[config.mk]
export PLATFORM = sky130hd
export DESIGN_NAME = regFile
export DESIGN_NICKNAME = d
export VERILOG_FILES = /design/src/logic/mipsPkg.sv /design/src/logic/regFile.sv
export SDC_FILE = /design/constraint.sdc
export NUM_CORES = 2
export LEC_CHECK = 0
export BUFFER_PORTS_ARGS = -buffer_cell sky130_fd_sc_hd__buf_2
export CORE_ASPECT_RATIO = 2
export CORE_MARGIN = 3
export CORE_UTILIZATION = 30
export CTS_CLUSTER_SIZE = 28
export DETAILED_ROUTE_END_ITERATION = 10
export HOLD_SLACK_MARGIN = 0.06
export PLACE_DENSITY = 0.56
export SYNTH_ARGS = -nofsm -noshare
export SYNTH_HDL_FRONTEND = slang
export SYNTH_SLANG_ARGS = --single-unit
[constraint.sdc]
create_clock -name clk -period 1.8 [get_ports clk]
set_input_delay 0.18 -clock clk [delete_from_list [all_inputs] [get_ports clk]]
set_output_delay 0.18 -clock clk [all_outputs]
set_load 0.05 [all_outputs]
[src/logic/mipsPkg.sv]
`default_nettype none

package mipsPkg;

  ////////////////////////////////////////////////////////////
  // widths fixed by the ISA
  ////////////////////////////////////////////////////////////
  localparam int dataWidth = 32;

  typedef logic [4:0]           regIdx_t;  // register index
  typedef logic [dataWidth-1:0] word_t;    // data word

  ////////////////////////////////////////////////////////////
  // encodings
  ////////////////////////////////////////////////////////////
  typedef enum logic [5:0] {
    opSpecial  = 6'b000000,  // r type and jr
    opRegImm   = 6'b000001,  // bgez, bltz
    opJ        = 6'b000010,
    opJal      = 6'b000011,
    opBeq      = 6'b000100,
    opBne      = 6'b000101,
    opBlez     = 6'b000110,
    opBgtz     = 6'b000111,
    opAddi     = 6'b001000,
    opSlti     = 6'b001010,
    opAndi     = 6'b001100,
    opOri      = 6'b001101,
    opXori     = 6'b001110,
    opSpecial2 = 6'b011100,  // mul
    opLb       = 6'b100000,
    opLh       = 6'b100001,
    opLw       = 6'b100011,
    opSb       = 6'b101000,
    opSh       = 6'b101001,
    opSw       = 6'b101011
  } opcode_t;

  typedef enum logic [3:0] {
    aluAdd   = 4'b0000,  // address calc
    aluAddi  = 4'b0001,
    aluRType = 4'b0010,  // op picked by funct
    aluBgez  = 4'b0011,
    aluBeq   = 4'b0100,
    aluBne   = 4'b0101,
    aluBgtz  = 4'b0110,
    aluBlez  = 4'b0111,
    aluBltz  = 4'b1000,
    aluPass  = 4'b1001,  // jumps, a goes straight out
    aluAnd   = 4'b1010,
    aluOr    = 4'b1011,
    aluXor   = 4'b1100,
    aluSlt   = 4'b1101,
    aluMul   = 4'b1111
  } aluOp_t;

  typedef enum logic [1:0] {
    brNone    = 2'd0,
    brJump    = 2'd1,
    brJumpReg = 2'd2,
    brCond    = 2'd3
  } branch_t;

  typedef enum logic [1:0] {
    sizeByte = 2'd0,
    sizeHalf = 2'd1,
    sizeWord = 2'd2
  } memSize_t;

  // r type function field
  localparam logic [5:0] functJr  = 6'b001000;
  localparam logic [5:0] functAdd = 6'b100000;
  localparam logic [5:0] functSub = 6'b100010;
  localparam logic [5:0] functAnd = 6'b100100;
  localparam logic [5:0] functOr  = 6'b100101;
  localparam logic [5:0] functXor = 6'b100110;
  localparam logic [5:0] functSlt = 6'b101010;

endpackage

`default_nettype wire

[src/logic/regFile.sv]
`timescale 1ns/1ps
`default_nettype none

module regFile (
  input  logic             clk,
  input  logic             rstN,
  input  mipsPkg::regIdx_t rs,
  input  mipsPkg::regIdx_t rt,
  input  mipsPkg::regIdx_t wrReg,
  input  logic             wrEn,
  input  mipsPkg::word_t   wrData,
  output mipsPkg::word_t   rsData,
  output mipsPkg::word_t   rtData
);
  import mipsPkg::*;

  word_t regs [32];

  always_ff @(posedge clk or negedge rstN) begin
    if (!rstN) begin
      for (int i = 0; i < 32; i++) begin
        regs[i] <= '0;
      end
    end else if (wrEn && (wrReg != '0)) begin  // r0 never written
      regs[wrReg] <= wrData;
    end
  end

  assign rsData = regs[rs];  // async read, old value until edge
  assign rtData = regs[rt];

  // r0 stays zero across every write
  assert property (@(posedge clk) disable iff (!rstN) (rs == '0) |-> (rsData == '0))
    else $error("register 0 not zero");

endmodule

`default_nettype wire

==> summary.txt <==
Max FFs per register -> 1024
CTS tree -> yes
Yosys top cell area share -> 45.81%
Largest area contributor in the netlist -> dfrtp_1
Clock power frac -> 30.6%
Sequential power share -> 45.8%
Number of buffers created by CTS -> 89
Synth async-reset ratio -> 100.0%
Layout net count -> 4856
Detailed Route Iter0 Violations -> 2574
Critical path startpoint category -> flip-flop
Sink Count -> 1024
Skew final -> 0 ps
Internal -> 0.04658 W
Clock buffer depth -> 3
DP Wirelength -> 134700 µm
Power density cells -> 987.2 nW/µm²
Root buf cell -> clkbuf_16
Largest reg by FF count -> regs
Residual DRC -> 0
Setup crit end kind -> output port
Post-route cell area -> 68130 µm²
Register bit total from synthesis -> 1024
Post-synth EDFFs -> 0
VDD IR-drop max -> 0.6775 mV
Share of cells above drive strength 1 -> 39.02%
CTS clock-pin slew for the worst setup and hold paths -> 70 ps
Mapped Cells -> 4601
Post-synthesis sequential area ratio -> 45.81%
First-pass GRT wire length -> 291400 µm
RSZ-0062 raised after global routing -> true
P_sw -> 0.02068 W
Status -> finished with violations
Initial cell density of the core -> 30.24%
Maxcap violations -> 0
Cell Count, Final, Fillers Out -> 7363
Chip Width -> 311.3 µm
PnR worst setup slack -> -592.0 ps
Drt total wl -> 198600 µm
Clk_lat worst skew -> 710 ps
Mean routed wirelength per cell -> 26.97 µm
Congestion Overflow GR -> 0
Max-slew violations -> 0
Top flop regs -> regs (1024)
Vias in the first global route -> 42700
Comb pwr share -> 23.6%
Hold Fails Final Rpt -> 0
H-tree levels -> 3
Total Power -> 0.06726 W
Initial antenna violation count -> 17
Die area -> 192000 µm²
Worst path arrival time -> 2210 ps
Final antenna-violating net count -> 0
Area grow syn2layout -> 21.79%
Static leakage -> 31.54 nW
Failing checks -> setup timing
GP Congestion -> 0.8181
Netlist cell types -> 28
WP data required -> 1620 ps
Core Region -> 185000 µm²
DR vias -> 39940
R2r setup slk -> 800 ps
Relative slew margins -> 57.35%
Final period utilization -> 132.9%
Area post-placement -> 63510 µm²
Worst hold path type -> in -> reg
Port Buffers -> 113
Largest net degree at the start of global routing -> 98
Die Span Y -> 616.7 µm
Gr usage total -> 20.19%
Top cells by count, synth -> dfrtp_1 (1024), mux2i_1 (1024), mux2_2 (953)
Via density -> 5.424
Worst-Margin Slew -> 639.7 ps
Commonest register cell after synthesis -> dfrtp_1
Post-Place Cells -> 7199
Final setup vio count -> 64
Post-Syn Area -> 55940 µm²
Number of synthesis warnings -> 0
Critical Path Fanout Max -> 2
FP Rows -> 223
Mapped Nets -> 4651
Fmax achieved -> 418.1 MHz
Synth Area per Inst -> 12.16 µm²
Minimum clock period -> 2392 ps
Sw Ratio -> 30.75%
WS Path Type -> reg -> out
Top post-synthesis cells by area -> dfrtp_1 (46%), mux2_2 (19%), mux2i_1 (18%), a22oi_1 (2.6%), a22o_1 (2.0%)
I/O pins -> 114
Number of detailed-route iterations in the first pass -> 8
-- layout by cell type, fill, tap and decap left out, drive strengths merged --
cell type	n
mux2	992
or2	3
nor3b	4
and3b	1
nand3b	4
a21oi	192
buf	583
clkinv	23
clkinvlp	10
nor3	65
clkbuf	120
bufinv	6
a31oi	64
diode	9
nand2b	4
a22o	128
dfrtp	1024
or3b	1
mux2i	1024
nand2	210
inv	6
nor2b	4
nor2	19
dlygate4sd3	3
and3	1
nand3	194
and2	2
a22oi	192
-- per-layer routing --
layer	global-route usage (%)	share of wire (%)	vias up	wire, µm
met1	22.90	38	21070	76380
met5	0	0.034	-	68
met3	2.453	3.9	461	7809
met2	36.72	51	1060	102000
li1	-	-	17340	-
met4	10.93	6.2	10	12280
-- metrics by stage --
step | setup TNS [ps] | hold WS, ps | utilization (%) | setup WS [ps]
floorplan | 0 | -115.6 | - | 0.3759
global placement | -25640 | 121.1 | 34.33 | -535.5
detailed placement | -27930 | 124.4 | 34.33 | -544.8
CTS | -33320 | 66.98 | 36.68 | -654.1
global route | -34280 | 121.6 | 36.82 | -675.1
finish | -28310 | 113.3 | 36.83 | -592.0
-- final timing paths --
path | start | end | depth (start not counted)
max in group asynchronous | rstN | regs[265] | 5
setup / recovery | regs[770] | rsData[2] | 7
hold / removal | wrData[13] | regs[173] | 2
min in group asynchronous | rstN | regs[533] | 3
hold reg to reg | regs[1009] | regs[1009] | 0
setup reg to reg | regs[932] | regs[932] | 3
-- worst max-delay path: stages, from the launching register on --
cell	delay, ps
dfrtp_1	400
buf_6	120
mux2i_1	140
a22o_1	220
nor3_4	80
a31oi_4	230
nand3_2	150
buf_8	180
-- final cells by class --
type	instances	area [µm²]
multi-input combinational	3104	29330
fill	17840	116900
sequential	1024	25620
timing repair buffer	587	6995
clock buffer	119	2561
antenna	9	22.52
clock inverter	45	506.7
tap	2475	3097
-- cell families after synthesis --
family | count (synthesis) | synth area share (%)
flip-flops | 1024 | 45.81
AND/OR/NAND/NOR | 512 | 4.395
multiplexers | 2016 | 38.29
AO/OA/AOI/OAI | 576 | 7.014
buffers and inverters | 473 | 4.496
-- power by group through the flow --
| stage | registers [W] | logic [W] | clock network (W) |
|---|---|---|---|
| finish | 0.0308 | 0.0159 | 0.0206 |
| global route | 0.0313 | 0.0171 | 0.0219 |
| CTS | 0.0307 | 0.0159 | 0.0212 |
| detailed placement | 0.0311 | 0.0151 | 0 |
| global placement | 0.0309 | 0.0148 | 0 |
| floorplan | 0.0301 | 0.0105 | 0 |
-- what timing repair did --
action,4_1_cts,5_1_grt
gates cloned,0,1
hold buffers,3,1
hold endpoints to repair,934,11
buffers inserted,9,4
resized for setup,258,49
setup endpoints to repair,64,81
pin swaps,94,87
Power figures use the tool's default switching activity.
