**src/logic/mipsPkg.sv**
```systemverilog
`default_nettype none

package mipsPkg;

  ////////////////////////////////////////////////////////////
  // widths fixed by the ISA
  ////////////////////////////////////////////////////////////
  localparam int dataWidth = 32;

  typedef logic [4:0]           regIdx_t;  // register index
  typedef logic [dataWidth-1:0] word_t;    // data word

  ////////////////////////////////////////////////////////////
  // encodings
  ////////////////////////////////////////////////////////////
  typedef enum logic [5:0] {
    opSpecial  = 6'b000000,  // r type and jr
    opRegImm   = 6'b000001,  // bgez, bltz
    opJ        = 6'b000010,
    opJal      = 6'b000011,
    opBeq      = 6'b000100,
    opBne      = 6'b000101,
    opBlez     = 6'b000110,
    opBgtz     = 6'b000111,
    opAddi     = 6'b001000,
    opSlti     = 6'b001010,
    opAndi     = 6'b001100,
    opOri      = 6'b001101,
    opXori     = 6'b001110,
    opSpecial2 = 6'b011100,  // mul
    opLb       = 6'b100000,
    opLh       = 6'b100001,
    opLw       = 6'b100011,
    opSb       = 6'b101000,
    opSh       = 6'b101001,
    opSw       = 6'b101011
  } opcode_t;

  typedef enum logic [3:0] {
    aluAdd   = 4'b0000,  // address calc
    aluAddi  = 4'b0001,
    aluRType = 4'b0010,  // op picked by funct
    aluBgez  = 4'b0011,
    aluBeq   = 4'b0100,
    aluBne   = 4'b0101,
    aluBgtz  = 4'b0110,
    aluBlez  = 4'b0111,
    aluBltz  = 4'b1000,
    aluPass  = 4'b1001,  // jumps, a goes straight out
    aluAnd   = 4'b1010,
    aluOr    = 4'b1011,
    aluXor   = 4'b1100,
    aluSlt   = 4'b1101,
    aluMul   = 4'b1111
  } aluOp_t;

  typedef enum logic [1:0] {
    brNone    = 2'd0,
    brJump    = 2'd1,
    brJumpReg = 2'd2,
    brCond    = 2'd3
  } branch_t;

  typedef enum logic [1:0] {
    sizeByte = 2'd0,
    sizeHalf = 2'd1,
    sizeWord = 2'd2
  } memSize_t;

  // r type function field
  localparam logic [5:0] functJr  = 6'b001000;
  localparam logic [5:0] functAdd = 6'b100000;
  localparam logic [5:0] functSub = 6'b100010;
  localparam logic [5:0] functAnd = 6'b100100;
  localparam logic [5:0] functOr  = 6'b100101;
  localparam logic [5:0] functXor = 6'b100110;
  localparam logic [5:0] functSlt = 6'b101010;

endpackage

`default_nettype wire

```
**src/logic/pcUnit.sv**
```systemverilog
`timescale 1ns/1ps
`default_nettype none

module pcUnit (
  input  logic             clk,
  input  logic             rstN,
  input  mipsPkg::branch_t branchType,
  input  logic             taken,
  input  mipsPkg::word_t   imm,        // already sign extended
  input  logic [25:0]      jumpIndex,
  input  mipsPkg::word_t   rsData,
  output mipsPkg::word_t   pc,
  output mipsPkg::word_t   pcPlus4
);
  import mipsPkg::*;

  word_t branchTarget;
  word_t jumpTarget;
  word_t nextPc;

  assign pcPlus4      = pc + 32'd4;
  assign branchTarget = pcPlus4 + {imm[dataWidth-3:0], 2'b00};  // word offset
  assign jumpTarget   = {pcPlus4[31:28], jumpIndex, 2'b00};     // same 256MB region

  always_comb begin
    case (branchType)
      brCond:    nextPc = taken ? branchTarget : pcPlus4;
      brJump:    nextPc = jumpTarget;
      brJumpReg: nextPc = rsData;
      default:   nextPc = pcPlus4;
    endcase
  end

  ////////////////////////////////////////////////////////////
  // pc register
  ////////////////////////////////////////////////////////////
  always_ff @(posedge clk or negedge rstN) begin
    if (!rstN) begin
      pc <= '0;
    end else begin
      pc <= nextPc;
    end
  end

endmodule

`default_nettype wire

```
**config.mk**
```make
export PLATFORM = sky130hd
export DESIGN_NAME = pcUnit
export DESIGN_NICKNAME = d
export VERILOG_FILES = /design/src/logic/mipsPkg.sv /design/src/logic/pcUnit.sv
export SDC_FILE = /design/constraint.sdc
export NUM_CORES = 1
export LEC_CHECK = 0
export BUFFER_PORTS_ARGS = -buffer_cell sky130_fd_sc_hd__buf_2
export CAP_MARGIN = 20
export CORE_MARGIN = 5
export CORE_UTILIZATION = 50
export CTS_BUF_LIST = sky130_fd_sc_hd__clkbuf_16
export CTS_CLUSTER_SIZE = 16
export DETAILED_ROUTE_END_ITERATION = 16
export PLACE_DENSITY_LB_ADDON = 0.1
export RECOVER_POWER = 25
export SYNTH_ARGS = -nofsm -noshare
export SYNTH_HDL_FRONTEND = slang
export SYNTH_SLANG_ARGS = --single-unit
```
**constraint.sdc**
```tcl
create_clock -name clk -period 4.7 [get_ports clk]
set_clock_uncertainty 0.05 [all_clocks]
set_input_delay 0.47 -clock clk [delete_from_list [all_inputs] [get_ports clk]]
set_output_delay 0.47 -clock clk [all_outputs]
set_load 0.1 [all_outputs]
```
==> qor.txt <==
outcome: finished with violations
failing checks: capacitance limit, slew limit
synth warn: 0
P_leak: 2.62 nW
Final nets: 774
Startpoint Class: flip-flop
Worst EP required: 4820 ps
CTS max path bufs: 2
main flop type after synthesis: dfrtp_1
Reg2Reg Depth: 16
drt total wl: 14.1 mm
sequential fraction of the synthesis area: 20.4%
largest registers: pc: 32 flops
Biggest register: pc
die height: 98.6 um
Hold WS: 369 ps
TritonCTS clock tree: built
Post-synth EDFFs: 0
Syn Area/Cell: 7.93 um^2
routed len/inst: 18.9 um
Iter 0 DRT Violations: 262
Layout Utilization: 68.7%
Root Buffer Master: clkbuf_16
FF-to-FF setup slack: 640 ps
share of the synthesized area in the top cell type: 20.4%
Critical Path Fanout Max: 5
dpl hpwl: 10.6 mm
largest net degree at the start of global routing: 46
post-synthesis instance total: 495
post-CTS setup buffer count: 0
crit share post-route: 86.3%
Fin. Hold Viols: 0
crit path time final: 4060 ps
Clock transition at path regs: 60 ps
GPL Wtd Cong: 0.930
total CTS buffers: 5
crit end category: flip-flop
total die area: 0.00973 mm^2
worst hold path type: primary input to flip-flop
max FFs per register: 32
global route total overflow: 0
Synth Net Count: 629
Port Buffers: 156
vias in the first global route: 4529
Max-Cap Viols: 1
Synth area leader: dfrtp_1
Core Region: 0.00769 mm^2
design area: 0.00528 mm^2
# IOs: 159
first-pass GRT wire length: 22.0 mm
layout cells sized above 1: 34.5%
measured slew at the worst slew-check pin: 1990 ps
Antenna Nets Post-Route: 0
Total Routing Usage GR: 27.8%
num rows: 32
final setup fails: 0
Synth Register Bits: 32
Area Growth Syn to Fin: 34.5%
Synth cell types: 65
kind of critical path: flip-flop to flip-flop
CTS H-tree lvls: 2
pins over their slew limit: 33
Post-CTS Resized: 0
antenna violations before repair: 0
Initial Util: 51.1%
PwrDens: 434 mW/mm^2
clk sink count: 32
synthesized area: 0.00393 mm^2
number of fill cells in the layout: 692
total power: 0.00230 W
Max Fclk: 0.247 GHz
asr flop ratio synth: 100%
Inserted Diodes: 0
Slew HR: -32.6%
VDD IR max: 0.263 mV
hold_buf cts: 0
count leader, synth: nand2_1
placed cell area: 0.00513 mm^2
Hold Startpoint: rsData[1]
crit path DAT: 4170 ps
via count: 4547
largest cells by area after synthesis: dfrtp_1 20%, ha_1 12%, xnor2_1 6.5%
Die Wd: 98.6 um
Post-synth top cells: 45 x nand2_1, 40 x nor2_1, 39 x a21oi_1, 38 x ha_1, 32 x dfrtp_1
worst r2r src: pc[2]$_DFF_PN0_
CP startpoint: pc[2]$_DFF_PN0_
drt first pass iters: 7
Crit Reg-Reg Endpoint: pc[31]$_DFF_PN0_
CP endpoint: pc[31]$_DFF_PN0_
DRC Markers: 0
RSZ-0062 raised after global routing: no
via/cell ratio: 6.12
Clk Latency, worst-skew pair: 280 ps
## worst max-delay path, cell delays in order (launching register included)
cell and delay [ps]:
dfrtp_2 400, ha_1 280, nand2_1 110, nor2_1 310, and2_1 300, nand4_1 240
xnor2_4 200, ha_1 330, and3_1 230, nand2_1 70, nor2_1 90, o21ai_1 100
a31o_2 250, a31oi_1 370, mux2i_1 230, o21ai_0 100, a211o_1 300
## routing by layer
metal / vias up / track usage (%) / routed length [um]
met5: - / 0 / 0
met4: 0 / 7.56 / 228
met3: 27 / 4.60 / 1260
met2: 243 / 50.6 / 7220
met1: 2137 / 33.8 / 5370
li1: 2140 / - / -
## stage by stage
| stage | std cells | setup TNS [ps] | worst slack (ps) |
|---|---|---|---|
| CTS | 742 | 0 | 668 |
| detailed placement | 734 | 0 | 696 |
| floorplan | 495 | -3.04 | -3.04 |
| global route | 743 | 0 | 279 |
| finish | 743 | 0 | 644 |
| global placement | 734 | 0 | 724 |
## where the power goes
| part | switching, W | total, W | internal (W) | leakage, nW |
|---|---|---|---|---|
| combinational | 0.00116 | 0.00157 | 0.000414 | 2.16 |
| clock | 0.000129 | 0.000320 | 0.000191 | 0.0738 |
| sequential | 0.0000769 | 0.000401 | 0.000324 | 0.385 |
| total | 0.00137 | 0.00230 | 0.000929 | 2.62 |
## layout make-up
cell class | instances | area (um^2) | share of cell area, %
clock buffers | 5 | 125 | 2.37
clock inverters | 3 | 11.3 | 0.213
inverters | 15 | 56.3 | 1.07
multi-input cells | 423 | 3310 | 62.6
flip-flops and latches | 32 | 817 | 15.5
well taps | 102 | 128 | 2.42
repair buffers | 163 | 840 | 15.9
## cells by family (layout without fill, tap and decap cells)
family	after synthesis	in the layout	share of synthesized area (%)
AO/OA/AOI/OAI	169	169	30.0
AND/OR/NAND/NOR	160	160	20.0
XOR/XNOR	50	50	11.5
buffers and inverters	40	186	4.11
adder cells (fa/ha/maj)	39	39	12.6
flip-flops	32	32	20.4
multiplexers	5	5	1.31
## how the worst min path moves through the flow
stage	to	depth (start not counted)
5_1_grt	pc[1]$_DFFE_PN0P_	3
3_3_place_gp	pc[1]$_DFFE_PN0P_	2
4_1_cts	pc[0]$_DFFE_PN0P_	1
6_report	pc[1]$_DFFE_PN0P_	3
3_5_place_dp	pc[1]$_DFFE_PN0P_	2
2_1_floorplan	pc[0]$_DFFE_PN0P_	0
## cells in the final DEF (no fill, tap or decap), types with 12 or more instances in the layout
| master | Yosys | layout |
|---|---|---|
| a21oi_1 | 39 | 39 |
| and3_1 | 12 | 12 |
| nand2_1 | 45 | 45 |
| buf_2 | 0 | 155 |
| dfrtp_1 | 32 | 19 |
| ha_1 | 38 | 38 |
| inv_1 | 14 | 16 |
| o21ai_0 | 20 | 20 |
| a21o_1 | 15 | 15 |
| a221oi_1 | 15 | 15 |
| nand3_1 | 19 | 19 |
| o21ai_1 | 18 | 18 |
| nor2_1 | 40 | 40 |
| dfrtp_2 | 0 | 13 |
Power figures use the tool's default switching activity.
