$ cat src/logic/mipsPkg.sv
`default_nettype none

package mipsPkg;

  ////////////////////////////////////////////////////////////
  // widths fixed by the ISA
  ////////////////////////////////////////////////////////////
  localparam int dataWidth = 32;

  typedef logic [4:0]           regIdx_t;  // register index
  typedef logic [dataWidth-1:0] word_t;    // data word

  ////////////////////////////////////////////////////////////
  // encodings
  ////////////////////////////////////////////////////////////
  typedef enum logic [5:0] {
    opSpecial  = 6'b000000,  // r type and jr
    opRegImm   = 6'b000001,  // bgez, bltz
    opJ        = 6'b000010,
    opJal      = 6'b000011,
    opBeq      = 6'b000100,
    opBne      = 6'b000101,
    opBlez     = 6'b000110,
    opBgtz     = 6'b000111,
    opAddi     = 6'b001000,
    opSlti     = 6'b001010,
    opAndi     = 6'b001100,
    opOri      = 6'b001101,
    opXori     = 6'b001110,
    opSpecial2 = 6'b011100,  // mul
    opLb       = 6'b100000,
    opLh       = 6'b100001,
    opLw       = 6'b100011,
    opSb       = 6'b101000,
    opSh       = 6'b101001,
    opSw       = 6'b101011
  } opcode_t;

  typedef enum logic [3:0] {
    aluAdd   = 4'b0000,  // address calc
    aluAddi  = 4'b0001,
    aluRType = 4'b0010,  // op picked by funct
    aluBgez  = 4'b0011,
    aluBeq   = 4'b0100,
    aluBne   = 4'b0101,
    aluBgtz  = 4'b0110,
    aluBlez  = 4'b0111,
    aluBltz  = 4'b1000,
    aluPass  = 4'b1001,  // jumps, a goes straight out
    aluAnd   = 4'b1010,
    aluOr    = 4'b1011,
    aluXor   = 4'b1100,
    aluSlt   = 4'b1101,
    aluMul   = 4'b1111
  } aluOp_t;

  typedef enum logic [1:0] {
    brNone    = 2'd0,
    brJump    = 2'd1,
    brJumpReg = 2'd2,
    brCond    = 2'd3
  } branch_t;

  typedef enum logic [1:0] {
    sizeByte = 2'd0,
    sizeHalf = 2'd1,
    sizeWord = 2'd2
  } memSize_t;

  // r type function field
  localparam logic [5:0] functJr  = 6'b001000;
  localparam logic [5:0] functAdd = 6'b100000;
  localparam logic [5:0] functSub = 6'b100010;
  localparam logic [5:0] functAnd = 6'b100100;
  localparam logic [5:0] functOr  = 6'b100101;
  localparam logic [5:0] functXor = 6'b100110;
  localparam logic [5:0] functSlt = 6'b101010;

endpackage

`default_nettype wire

$ cat src/logic/controller.sv
`timescale 1ns/1ps
`default_nettype none

module controller (
  input  mipsPkg::opcode_t  opcode,
  input  logic [5:0]        funct,       // only consulted for jr
  input  logic [4:0]        regImm,      // bgez vs bltz
  output logic              regDst,      // rd instead of rt
  output logic              memRead,
  output logic              memToReg,    // write back load data
  output mipsPkg::aluOp_t   aluOp,
  output logic              memWrite,
  output logic              aluSrc,      // immediate on alu b
  output logic              regWrite,
  output mipsPkg::branch_t  branchType,
  output mipsPkg::memSize_t memSize,
  output logic              link         // jal return address
);
  import mipsPkg::*;

  always_comb begin
    regDst     = 1'b0;  // everything idle by default
    memRead    = 1'b0;
    memToReg   = 1'b0;
    memWrite   = 1'b0;
    aluSrc     = 1'b0;
    regWrite   = 1'b0;
    link       = 1'b0;
    aluOp      = aluAdd;
    branchType = brNone;
    memSize    = sizeWord;

    case (opcode)
      opSpecial: begin
        if (funct == functJr) begin
          aluOp      = aluPass;
          branchType = brJumpReg;  // no register write
        end else begin
          regDst   = 1'b1;
          regWrite = 1'b1;
          aluOp    = aluRType;
        end
      end
      opSpecial2: begin
        regDst   = 1'b1;
        regWrite = 1'b1;
        aluOp    = aluMul;
      end
      opAddi, opAndi, opOri, opXori, opSlti: begin
        aluSrc   = 1'b1;
        regWrite = 1'b1;
        case (opcode)
          opAndi:  aluOp = aluAnd;
          opOri:   aluOp = aluOr;
          opXori:  aluOp = aluXor;
          opSlti:  aluOp = aluSlt;
          default: aluOp = aluAddi;
        endcase
      end
      opLb, opLh, opLw: begin
        memRead  = 1'b1;
        memToReg = 1'b1;
        aluSrc   = 1'b1;
        regWrite = 1'b1;
      end
      opSb, opSh, opSw: begin
        memWrite = 1'b1;
        aluSrc   = 1'b1;
      end
      opRegImm: begin
        if (regImm == 5'b00001) begin
          aluOp      = aluBgez;
          branchType = brCond;
        end else if (regImm == 5'b00000) begin
          aluOp      = aluBltz;
          branchType = brCond;
        end
      end
      opBeq, opBne, opBgtz, opBlez: begin
        branchType = brCond;
        case (opcode)
          opBeq:   aluOp = aluBeq;
          opBne:   aluOp = aluBne;
          opBgtz:  aluOp = aluBgtz;
          default: aluOp = aluBlez;
        endcase
      end
      opJ: begin
        aluOp      = aluPass;
        branchType = brJump;
      end
      opJal: begin
        aluOp      = aluPass;
        branchType = brJump;
        regWrite   = 1'b1;
        link       = 1'b1;  // rd forced to 31 in the core
      end
      default: ;  // unknown opcode stays idle
    endcase

    // size sits in the low opcode bits: x00 byte, x01 half, x11 word
    if (memRead || memWrite) begin
      memSize = opcode[1] ? sizeWord : (opcode[0] ? sizeHalf : sizeByte);
    end
  end

endmodule

`default_nettype wire

$ cat config.mk
export PLATFORM = sky130hd
export DESIGN_NAME = controller
export DESIGN_NICKNAME = d
export VERILOG_FILES = /design/src/logic/mipsPkg.sv /design/src/logic/controller.sv
export SDC_FILE = /design/constraint.sdc
export NUM_CORES = 1
export LEC_CHECK = 0
export BUFFER_PORTS_ARGS = -buffer_cell sky130_fd_sc_hd__buf_2
export CORE_MARGIN = 1
export CORE_UTILIZATION = 30
export DETAILED_ROUTE_END_ITERATION = 8
export PLACE_DENSITY = 0.65
export SETUP_SLACK_MARGIN = 0.3
export SLEW_MARGIN = 25
export SYNTH_ARGS = -nofsm -noshare
export SYNTH_HDL_FRONTEND = slang
export SYNTH_SLANG_ARGS = --single-unit
$ cat constraint.sdc
create_clock -name vclk -period 1.1
set_input_delay 0.11 -clock vclk [all_inputs]
set_output_delay 0.11 -clock vclk [all_outputs]
set_load 0.01 [all_outputs]
==> out/qor.yml <==
placement_stage_cell_area_um2: 867
layout_common_cells: "sky130_fd_sc_hd__buf_6, sky130_fd_sc_hd__buf_2, sky130_fd_sc_hd__buf_4"
worstSetupPathType: "in2out"
post_synth.cell_area_avg_um2: 6.37
io-pin-count: 32
leading_cell_type_in_the_layout_fill_and_taps_excluded: "sky130_fd_sc_hd__buf_6"
die_height_um: 39.7
power_leakage_uw: 0.000532
cpMaxStageDelayCell: "sky130_fd_sc_hd__or4_4"
max_slew_margin_pct: 76.3
crit_path_end_kind: "output pin"
number_of_nets_in_the_final_layout: 141
clock_buffer_count: 0
average_vias_per_placed_instance: 5.39
finalWeightedCongestion: 0.822
hold_class: "in2out"
initial_core_util_pct: 32.4
worstPathArrival_ns: 1.29
maxSlewViolCount: 0
crit_fanout: 4
hold_start: "opcode[4]"
place_worst_setup_slack_ns: -0.319
globalRouteOverflowTotal: 0
report.final.hold_viol_count: 0
violations: "negative setup slack"
postLayoutSetupSlackWorst_ns: -0.303
seq_cell_count: 0
floorplan.die.width_um: 39.7
grt_util_all_layers_pct: 26.1
min_period_over_period_pct: 128
synthCells: 67
synth_warnings: 0
ctsHoldBuffers: 0
outcome: "complete, but fails checks"
grt_pass1_wl_um: 2840
detailroute.via_count: 738
maximum_number_of_pins_on_one_net_before_global_route_repair: 8
hpwlAfterDp_um: 1330
worst-endpoint-required_ns: 0.99
path_cells: "buf_6 -> or4_4 -> nor2_4 -> a22oi_2 -> o31ai_2 -> buf_2"
final_util_pct: 86.1
layout.area.seq_um2: 0
worst_hold_path.endpoint: "aluSrc"
drtPass1Iterations: 4
hold_path_depth: 3
antenna_cells_inserted: 0
synth_seq_area_share_pct: 0
final_critical_path_required_period_ns: 1.40
ant_nets: 0
post_synth_net_total: 84
num_rows: 13
drt_wl_total_um: 1930
nFillCells: 69
setup_repair_after_global_routing_missed_its_margin: "yes"
worst-slew-pin-transition_ns: 0.352
category_of_the_worst_setup_path_launch_point: "input port"
max_stage_delay_ns: 0.54
number_of_antenna_violations_at_the_first_check_in_global_routing: 0
final_design_area_no_fill_mm2: 0.00113
area_growth_syn_to_fin_pct: 166
mappedNetlistArea_um2: 427
number_of_global_route_vias_before_repair: 677
coreArea_mm2: 0.00132
synth_cell_types: 31
fmaxAchievable_mhz: 713
multi_input_comb_area_um2: 547
floorplan.die_area_mm2: 0.00158
final_layout_size_suffix_gt1_share_pct: 77.0
peakVddDrop_mv: 0.232
p_per_area_mw_per_mm2: 339
port_buffers: 32
drc_errors: 0
routed_wire_length_per_instance_um: 14.1
drv.max_cap_violation_count: 0
timing.final.setup_violations: 8
dr.first_iter.drc_count: 19
==> worst max-delay path, delay by kind of cell <==
kind	cells	cell delay (ns)
compound gates	2	0.27
buf+inv	2	0.25
simple gates	2	0.68
==> power by group <==
group | total (uW) | internal (uW) | switching, uW
combinational | 384 | 213 | 171
clock | 0 | 0 | 0
sequential | 0 | 0 | 0
==> logic make-up after synthesis <==
family,count (synthesis),synth area share [%]
and+or+nand+nor,40,51.9
AOI/OAI and AO/OA,16,29.0
buffers and inverters,10,17.0
xor gates and xnor gates,1,2.05
==> stage by stage <==
| step | instances | setup TNS, ns | total power [uW] | hold WS, ns |
|---|---|---|---|---|
| final | 137 | -1.51 | 384 | 0.493 |
| after global routing | 137 | -1.85 | 408 | 0.501 |
| after detailed placement | 131 | -1.71 | 279 | 0.520 |
| after floorplan | 67 | -0.308 | 169 | 0.346 |
| after CTS | 136 | -1.53 | 352 | 0.477 |
| after global placement | 131 | -1.59 | 275 | 0.520 |
==> layer usage <==
layer | vias to the layer above | wire length (um) | GRT usage, %
li1 | 358 | - | -
met3 | 4 | 58 | 1.70
met4 | 0 | 28 | 5.17
met1 | 352 | 796 | 30.7
met5 | - | 0 | 0
met2 | 24 | 1050 | 50.0
==> how the worst max path moves through the flow <==
stage | from | end | cells after the start
final | regImm[1] | aluOp[1] | 6
after global routing | regImm[1] | aluOp[1] | 6
after CTS | regImm[1] | aluOp[1] | 6
after detailed placement | regImm[1] | aluOp[1] | 6
after global placement | regImm[1] | aluOp[1] | 6
after floorplan | regImm[1] | aluOp[1] | 4
==> what timing repair did <==
| item | in CTS | in global routing |
|---|---|---|
| setup endpoints to repair | 15 | 15 |
| gates resized for setup | 35 | 13 |
| endpoints found under the hold margin | 0 | 0 |
| buffers inserted | 5 | 1 |
| pin swaps | 17 | 10 |
==> cell usage after synthesis, drive strengths merged, types with 2 or more instances <==
cell type | count | area share (%)
inv | 3 | 2.6
o21ai | 3 | 3.5
o211ai | 3 | 5.3
nand3 | 2 | 2.3
nand2b | 5 | 7.3
nor4 | 3 | 4.4
nand2 | 7 | 6.2
nor2 | 10 | 11
nor3 | 4 | 4.7
a21oi | 3 | 3.5
buf | 6 | 13
==> area by class of cell <==
type | count | area share [%]
timing repair buffer | 62 | 48.7
inverter | 3 | 1.43
tap | 15 | 1.65
multi-input combinational | 57 | 48.2
Power figures use the tool's default switching activity.
