==> config.mk <==
export PLATFORM = sky130hd
export DESIGN_NAME = aluUnit
export DESIGN_NICKNAME = d
export VERILOG_FILES = /design/src/logic/mipsPkg.sv /design/src/logic/aluUnit.sv
export SDC_FILE = /design/constraint.sdc
export NUM_CORES = 2
export LEC_CHECK = 0
export BUFFER_PORTS_ARGS = -buffer_cell sky130_fd_sc_hd__buf_2
export CORE_MARGIN = 2
export CORE_UTILIZATION = 45
export DETAILED_ROUTE_END_ITERATION = 10
export PLACE_DENSITY = 0.66
export SLEW_MARGIN = 20
export SYNTH_ARGS = -nofsm -noshare
export SYNTH_HDL_FRONTEND = slang
export SYNTH_SLANG_ARGS = --single-unit
export TNS_END_PERCENT = 50
==> constraint.sdc <==
create_clock -name vclk -period 15.05
set_input_delay 3.01 -clock vclk [all_inputs]
set_output_delay 3.01 -clock vclk [all_outputs]
set_load 0.02 [all_outputs]
==> src/logic/mipsPkg.sv <==
`default_nettype none

package mipsPkg;

  ////////////////////////////////////////////////////////////
  // widths fixed by the ISA
  ////////////////////////////////////////////////////////////
  localparam int dataWidth = 32;

  typedef logic [4:0]           regIdx_t;  // register index
  typedef logic [dataWidth-1:0] word_t;    // data word

  ////////////////////////////////////////////////////////////
  // encodings
  ////////////////////////////////////////////////////////////
  typedef enum logic [5:0] {
    opSpecial  = 6'b000000,  // r type and jr
    opRegImm   = 6'b000001,  // bgez, bltz
    opJ        = 6'b000010,
    opJal      = 6'b000011,
    opBeq      = 6'b000100,
    opBne      = 6'b000101,
    opBlez     = 6'b000110,
    opBgtz     = 6'b000111,
    opAddi     = 6'b001000,
    opSlti     = 6'b001010,
    opAndi     = 6'b001100,
    opOri      = 6'b001101,
    opXori     = 6'b001110,
    opSpecial2 = 6'b011100,  // mul
    opLb       = 6'b100000,
    opLh       = 6'b100001,
    opLw       = 6'b100011,
    opSb       = 6'b101000,
    opSh       = 6'b101001,
    opSw       = 6'b101011
  } opcode_t;

  typedef enum logic [3:0] {
    aluAdd   = 4'b0000,  // address calc
    aluAddi  = 4'b0001,
    aluRType = 4'b0010,  // op picked by funct
    aluBgez  = 4'b0011,
    aluBeq   = 4'b0100,
    aluBne   = 4'b0101,
    aluBgtz  = 4'b0110,
    aluBlez  = 4'b0111,
    aluBltz  = 4'b1000,
    aluPass  = 4'b1001,  // jumps, a goes straight out
    aluAnd   = 4'b1010,
    aluOr    = 4'b1011,
    aluXor   = 4'b1100,
    aluSlt   = 4'b1101,
    aluMul   = 4'b1111
  } aluOp_t;

  typedef enum logic [1:0] {
    brNone    = 2'd0,
    brJump    = 2'd1,
    brJumpReg = 2'd2,
    brCond    = 2'd3
  } branch_t;

  typedef enum logic [1:0] {
    sizeByte = 2'd0,
    sizeHalf = 2'd1,
    sizeWord = 2'd2
  } memSize_t;

  // r type function field
  localparam logic [5:0] functJr  = 6'b001000;
  localparam logic [5:0] functAdd = 6'b100000;
  localparam logic [5:0] functSub = 6'b100010;
  localparam logic [5:0] functAnd = 6'b100100;
  localparam logic [5:0] functOr  = 6'b100101;
  localparam logic [5:0] functXor = 6'b100110;
  localparam logic [5:0] functSlt = 6'b101010;

endpackage

`default_nettype wire

==> src/logic/aluUnit.sv <==
`timescale 1ns/1ps
`default_nettype none

module aluUnit (
  input  mipsPkg::word_t  a,
  input  mipsPkg::word_t  b,
  input  mipsPkg::aluOp_t aluOp,
  input  logic [5:0]      funct,
  output mipsPkg::word_t  result,
  output logic            taken    // branch condition met
);
  import mipsPkg::*;

  logic aIsZero;
  logic aIsNeg;
  logic sltFlag;

  assign aIsZero = (a == '0);
  assign aIsNeg  = a[dataWidth-1];  // signed compare against zero
  assign sltFlag = ($signed(a) < $signed(b));

  ////////////////////////////////////////////////////////////
  // result
  ////////////////////////////////////////////////////////////
  always_comb begin
    case (aluOp)
      aluAdd, aluAddi: result = a + b;
      aluAnd:          result = a & b;
      aluOr:           result = a | b;
      aluXor:          result = a ^ b;
      aluSlt:          result = {{(dataWidth-1){1'b0}}, sltFlag};
      aluMul:          result = a * b;  // low word, same for signed
      aluRType: begin
        case (funct)
          functAdd: result = a + b;
          functSub: result = a - b;
          functAnd: result = a & b;
          functOr:  result = a | b;
          functXor: result = a ^ b;
          functSlt: result = {{(dataWidth-1){1'b0}}, sltFlag};
          default:  result = '0;
        endcase
      end
      default:         result = a;  // pass, branches
    endcase
  end

  ////////////////////////////////////////////////////////////
  // branch condition
  ////////////////////////////////////////////////////////////
  always_comb begin
    case (aluOp)
      aluBeq:  taken = (a == b);
      aluBne:  taken = (a != b);
      aluBgez: taken = !aIsNeg;
      aluBgtz: taken = !aIsNeg && !aIsZero;
      aluBlez: taken = aIsNeg || aIsZero;
      aluBltz: taken = aIsNeg;
      default: taken = 1'b0;
    endcase
  end

endmodule

`default_nettype wire

==> Flow_metrics.wiki <==
{| class="wikitable"
! Metric !! Value
|-
| Path category of the worst min-delay check || in2out
|-
| Number of inserted filler cells in the final layout || 4654
|-
| Endpoint, Worst Hold || result[30]
|-
| Die ar. || 48300 µm²
|-
| Top-Level Pins || 107
|-
| Clock tree buffer count of the final layout || 0
|-
| DRT Pass-1 Iters || 7
|-
| Synthesized net count || 3379
|-
| Outcome || finished clean
|-
| Startpoint Class || primary input
|-
| Finished Cell Area || 22100 µm²
|-
| CP dominant cell by count || sky130_fd_sc_hd__fa_1
|-
| Slew margin rel. || 33.4%
|-
| Data arrival time of the critical path || 10.99 ns
|-
| Net count reported at finish || 3390
|-
| Vias in the first global route || 21200
|-
| Synthesized area divided by synthesized cell count || 7.84 µm²
|-
| Slowest-stage cell, CP || sky130_fd_sc_hd__fa_1
|-
| Post-DP HPWL || 67.7 mm
|-
| Critical path required time || 12.04 ns
|-
| Initial detailed-routing violation count || 2626
|-
| First-pass GRT wire length || 131 mm
|-
| Instance area at placement || 22100 µm²
|-
| Summed instance area of the synthesized netlist || 21000 µm²
|-
| Die Span Y || 220 µm
|-
| Achievable clock frequency || 0.0714 GHz
|-
| Portion of the post-synthesis area used by sequential elements || 0%
|-
| Class of the most critical setup path || in2out
|-
| Antenna Violating Nets Remaining || 0
|-
| Portion of the clock cycle consumed by the worst path in the final layout || 93.0%
|-
| Commonest cells in the netlist || 457 x sky130_fd_sc_hd__inv_1, 410 x sky130_fd_sc_hd__fa_1, 408 x sky130_fd_sc_hd__nor2_1
|-
| Top post-synthesis cells by area || sky130_fd_sc_hd__fa_1 39%, sky130_fd_sc_hd__ha_1 13%, sky130_fd_sc_hd__inv_1 8.2%, sky130_fd_sc_hd__nor2_1 7.3%, sky130_fd_sc_hd__nand2_1 5.2%
|-
| Detailed-route DRC error count || 0
|-
| Vias per Instance || 6.17
|-
| Total Routing Usage GR || 36.7%
|-
| Critical path capture point type || output port
|-
| Total routed wirelength || 86.7 mm
|-
| Area Overhead vs Synth || 5.36%
|-
| Max_cap viols || 0
|-
| Final Instance Count excl. Fillers || 3294
|-
| Sequential Area || 0 µm²
|-
| Cell count after placement || 3292
|-
| Pre-CTS setup slack || 1.21 ns
|-
| YS warnings || 0
|-
| Drt wl/cell || 26.3 µm
|-
| Largest fanout on the critical path || 15
|-
| Distinct cell type count after synthesis || 74
|-
| Horizontal die dimension || 220 µm
|-
| Library cell with the largest summed area after synthesis || sky130_fd_sc_hd__fa_1
|-
| Remaining Overflow, GRT || 0
|-
| Maximum number of pins on one net before global-route repair || 63
|-
| RSZ-0062 raised after global routing || false
|-
| Final TNS setup || 0 ns
|-
| Detailed-route via count || 20300
|-
| Least setup slack across all paths after layout || 1.05 ns
|-
| Final min period || 14.00 ns
|-
| Cells resized by post-CTS repair || 0
|-
| Final setup fails || 0
|-
| Standard-cell row count || 79
|-
| Number of setup buffers added after CTS || 0
|-
| Instance count of the mapped netlist || 2676
|-
| Starting utilization of the core area || 45.3%
|-
| Final Wtd Congestion || 1.08
|-
| Hold Path Cell Cnt || 4
|-
| Area of the multi-input gates || 18600 µm²
|-
| Share of cells above drive strength 1 || 6.82%
|-
| Number of antenna violations at the first check in global routing || 2
|-
| Fraction of post-synthesis cell area in the top cell type by area || 39.1%
|-
| Worst hold path startpoint || a[30]
|-
| Final count of hold timing violations || 0
|-
| PortBufs || 107
|-
| Max-slew violation count || 0
|-
| CP peak stage delay || 0.55 ns
|-
| Total core area || 46300 µm²
|-
| Seq_cells || 0
|-
| Post-cts hold buffer count || 0
|-
| Most used standard cell by instance count after synthesis || sky130_fd_sc_hd__inv_1
|-
| Pin slew with the least headroom to its limit || 0.998 ns
|}
layout make-up:
type | count | share of cell area, %
inverters | 476 | 8.09
well taps | 607 | 3.44
repair buffers | 157 | 4.12
diodes | 2 | 0.0227
multi-input cells | 2052 | 84.3
metal layers:
metal	share of wire [%]	GRT usage, %	wire length, µm
met5	0	0	0
met4	8.1	23.0	6990
met3	12	8.38	10300
met2	43	56.4	37500
met1	37	46.8	31800
worst max path at each step:
stage / from / end / slack, ns / cells past startpoint
floorplan: b[2] / result[30] / 1.90 / 27
global placement: a[10] / result[30] / 1.34 / 27
detailed placement: a[10] / result[29] / 1.21 / 24
CTS: a[10] / result[29] / 1.19 / 24
global route: a[10] / result[29] / 0.83 / 24
finish: a[10] / result[30] / 1.05 / 27
critical path, delay by kind of cell:
kind / cells / cell delay [ns]
buffers and inverters: 7 / 1.25
AND/OR/NAND/NOR: 1 / 0.28
adder cells (fa/ha/maj): 9 / 4.20
AO/OA/AOI/OAI: 9 / 2.00
multiplexers: 1 / 0.25
cells in the final DEF, fill, tap and decap left out, types with 5 or more instances in the layout:
cell | Yosys | routed
sky130_fd_sc_hd__a2111oi_0 | 9 | 9
sky130_fd_sc_hd__a211oi_1 | 23 | 23
sky130_fd_sc_hd__a21o_1 | 21 | 21
sky130_fd_sc_hd__a21oi_1 | 103 | 103
sky130_fd_sc_hd__a221o_1 | 8 | 8
sky130_fd_sc_hd__a221oi_1 | 29 | 28
sky130_fd_sc_hd__a22oi_1 | 26 | 26
sky130_fd_sc_hd__a31o_2 | 6 | 6
sky130_fd_sc_hd__a31oi_1 | 11 | 11
sky130_fd_sc_hd__and2_1 | 5 | 5
sky130_fd_sc_hd__and3_1 | 6 | 6
sky130_fd_sc_hd__buf_2 | 8 | 107
sky130_fd_sc_hd__buf_4 | 0 | 50
sky130_fd_sc_hd__clkinv_1 | 11 | 11
sky130_fd_sc_hd__fa_1 | 410 | 410
sky130_fd_sc_hd__ha_1 | 219 | 219
sky130_fd_sc_hd__inv_1 | 457 | 457
sky130_fd_sc_hd__inv_2 | 8 | 8
sky130_fd_sc_hd__mux2i_1 | 7 | 7
sky130_fd_sc_hd__nand2_1 | 288 | 288
sky130_fd_sc_hd__nand2b_1 | 25 | 25
sky130_fd_sc_hd__nand3_1 | 16 | 16
sky130_fd_sc_hd__nand4_1 | 13 | 13
sky130_fd_sc_hd__nor2_1 | 408 | 408
sky130_fd_sc_hd__nor2b_1 | 13 | 12
sky130_fd_sc_hd__nor3_1 | 30 | 29
sky130_fd_sc_hd__nor4_1 | 14 | 14
sky130_fd_sc_hd__o2111ai_1 | 8 | 8
sky130_fd_sc_hd__o211ai_1 | 17 | 17
sky130_fd_sc_hd__o21a_1 | 8 | 8
sky130_fd_sc_hd__o21ai_0 | 76 | 76
sky130_fd_sc_hd__o21ai_1 | 15 | 15
sky130_fd_sc_hd__o21bai_1 | 14 | 14
sky130_fd_sc_hd__o221ai_1 | 14 | 14
sky130_fd_sc_hd__o22ai_1 | 18 | 18
sky130_fd_sc_hd__or3_1 | 8 | 8
sky130_fd_sc_hd__xnor2_1 | 93 | 93
sky130_fd_sc_hd__xor2_1 | 28 | 28
cell families after synthesis:
logic type,after synthesis,synth area share [%]
mux,7,0.334
buf+inv,624,11.2
xor+xnor,121,5.05
compound gates,454,14.6
simple gates,841,16.6
fa+ha+maj,629,52.2
stage by stage:
step | utilization [%] | hold WS (ns)
after floorplan | - | 6.19
after global placement | 47.8 | 6.51
after detailed placement | 47.8 | 6.52
after CTS | 47.8 | 6.52
after global routing | 47.8 | 6.54
final | 47.8 | 6.53
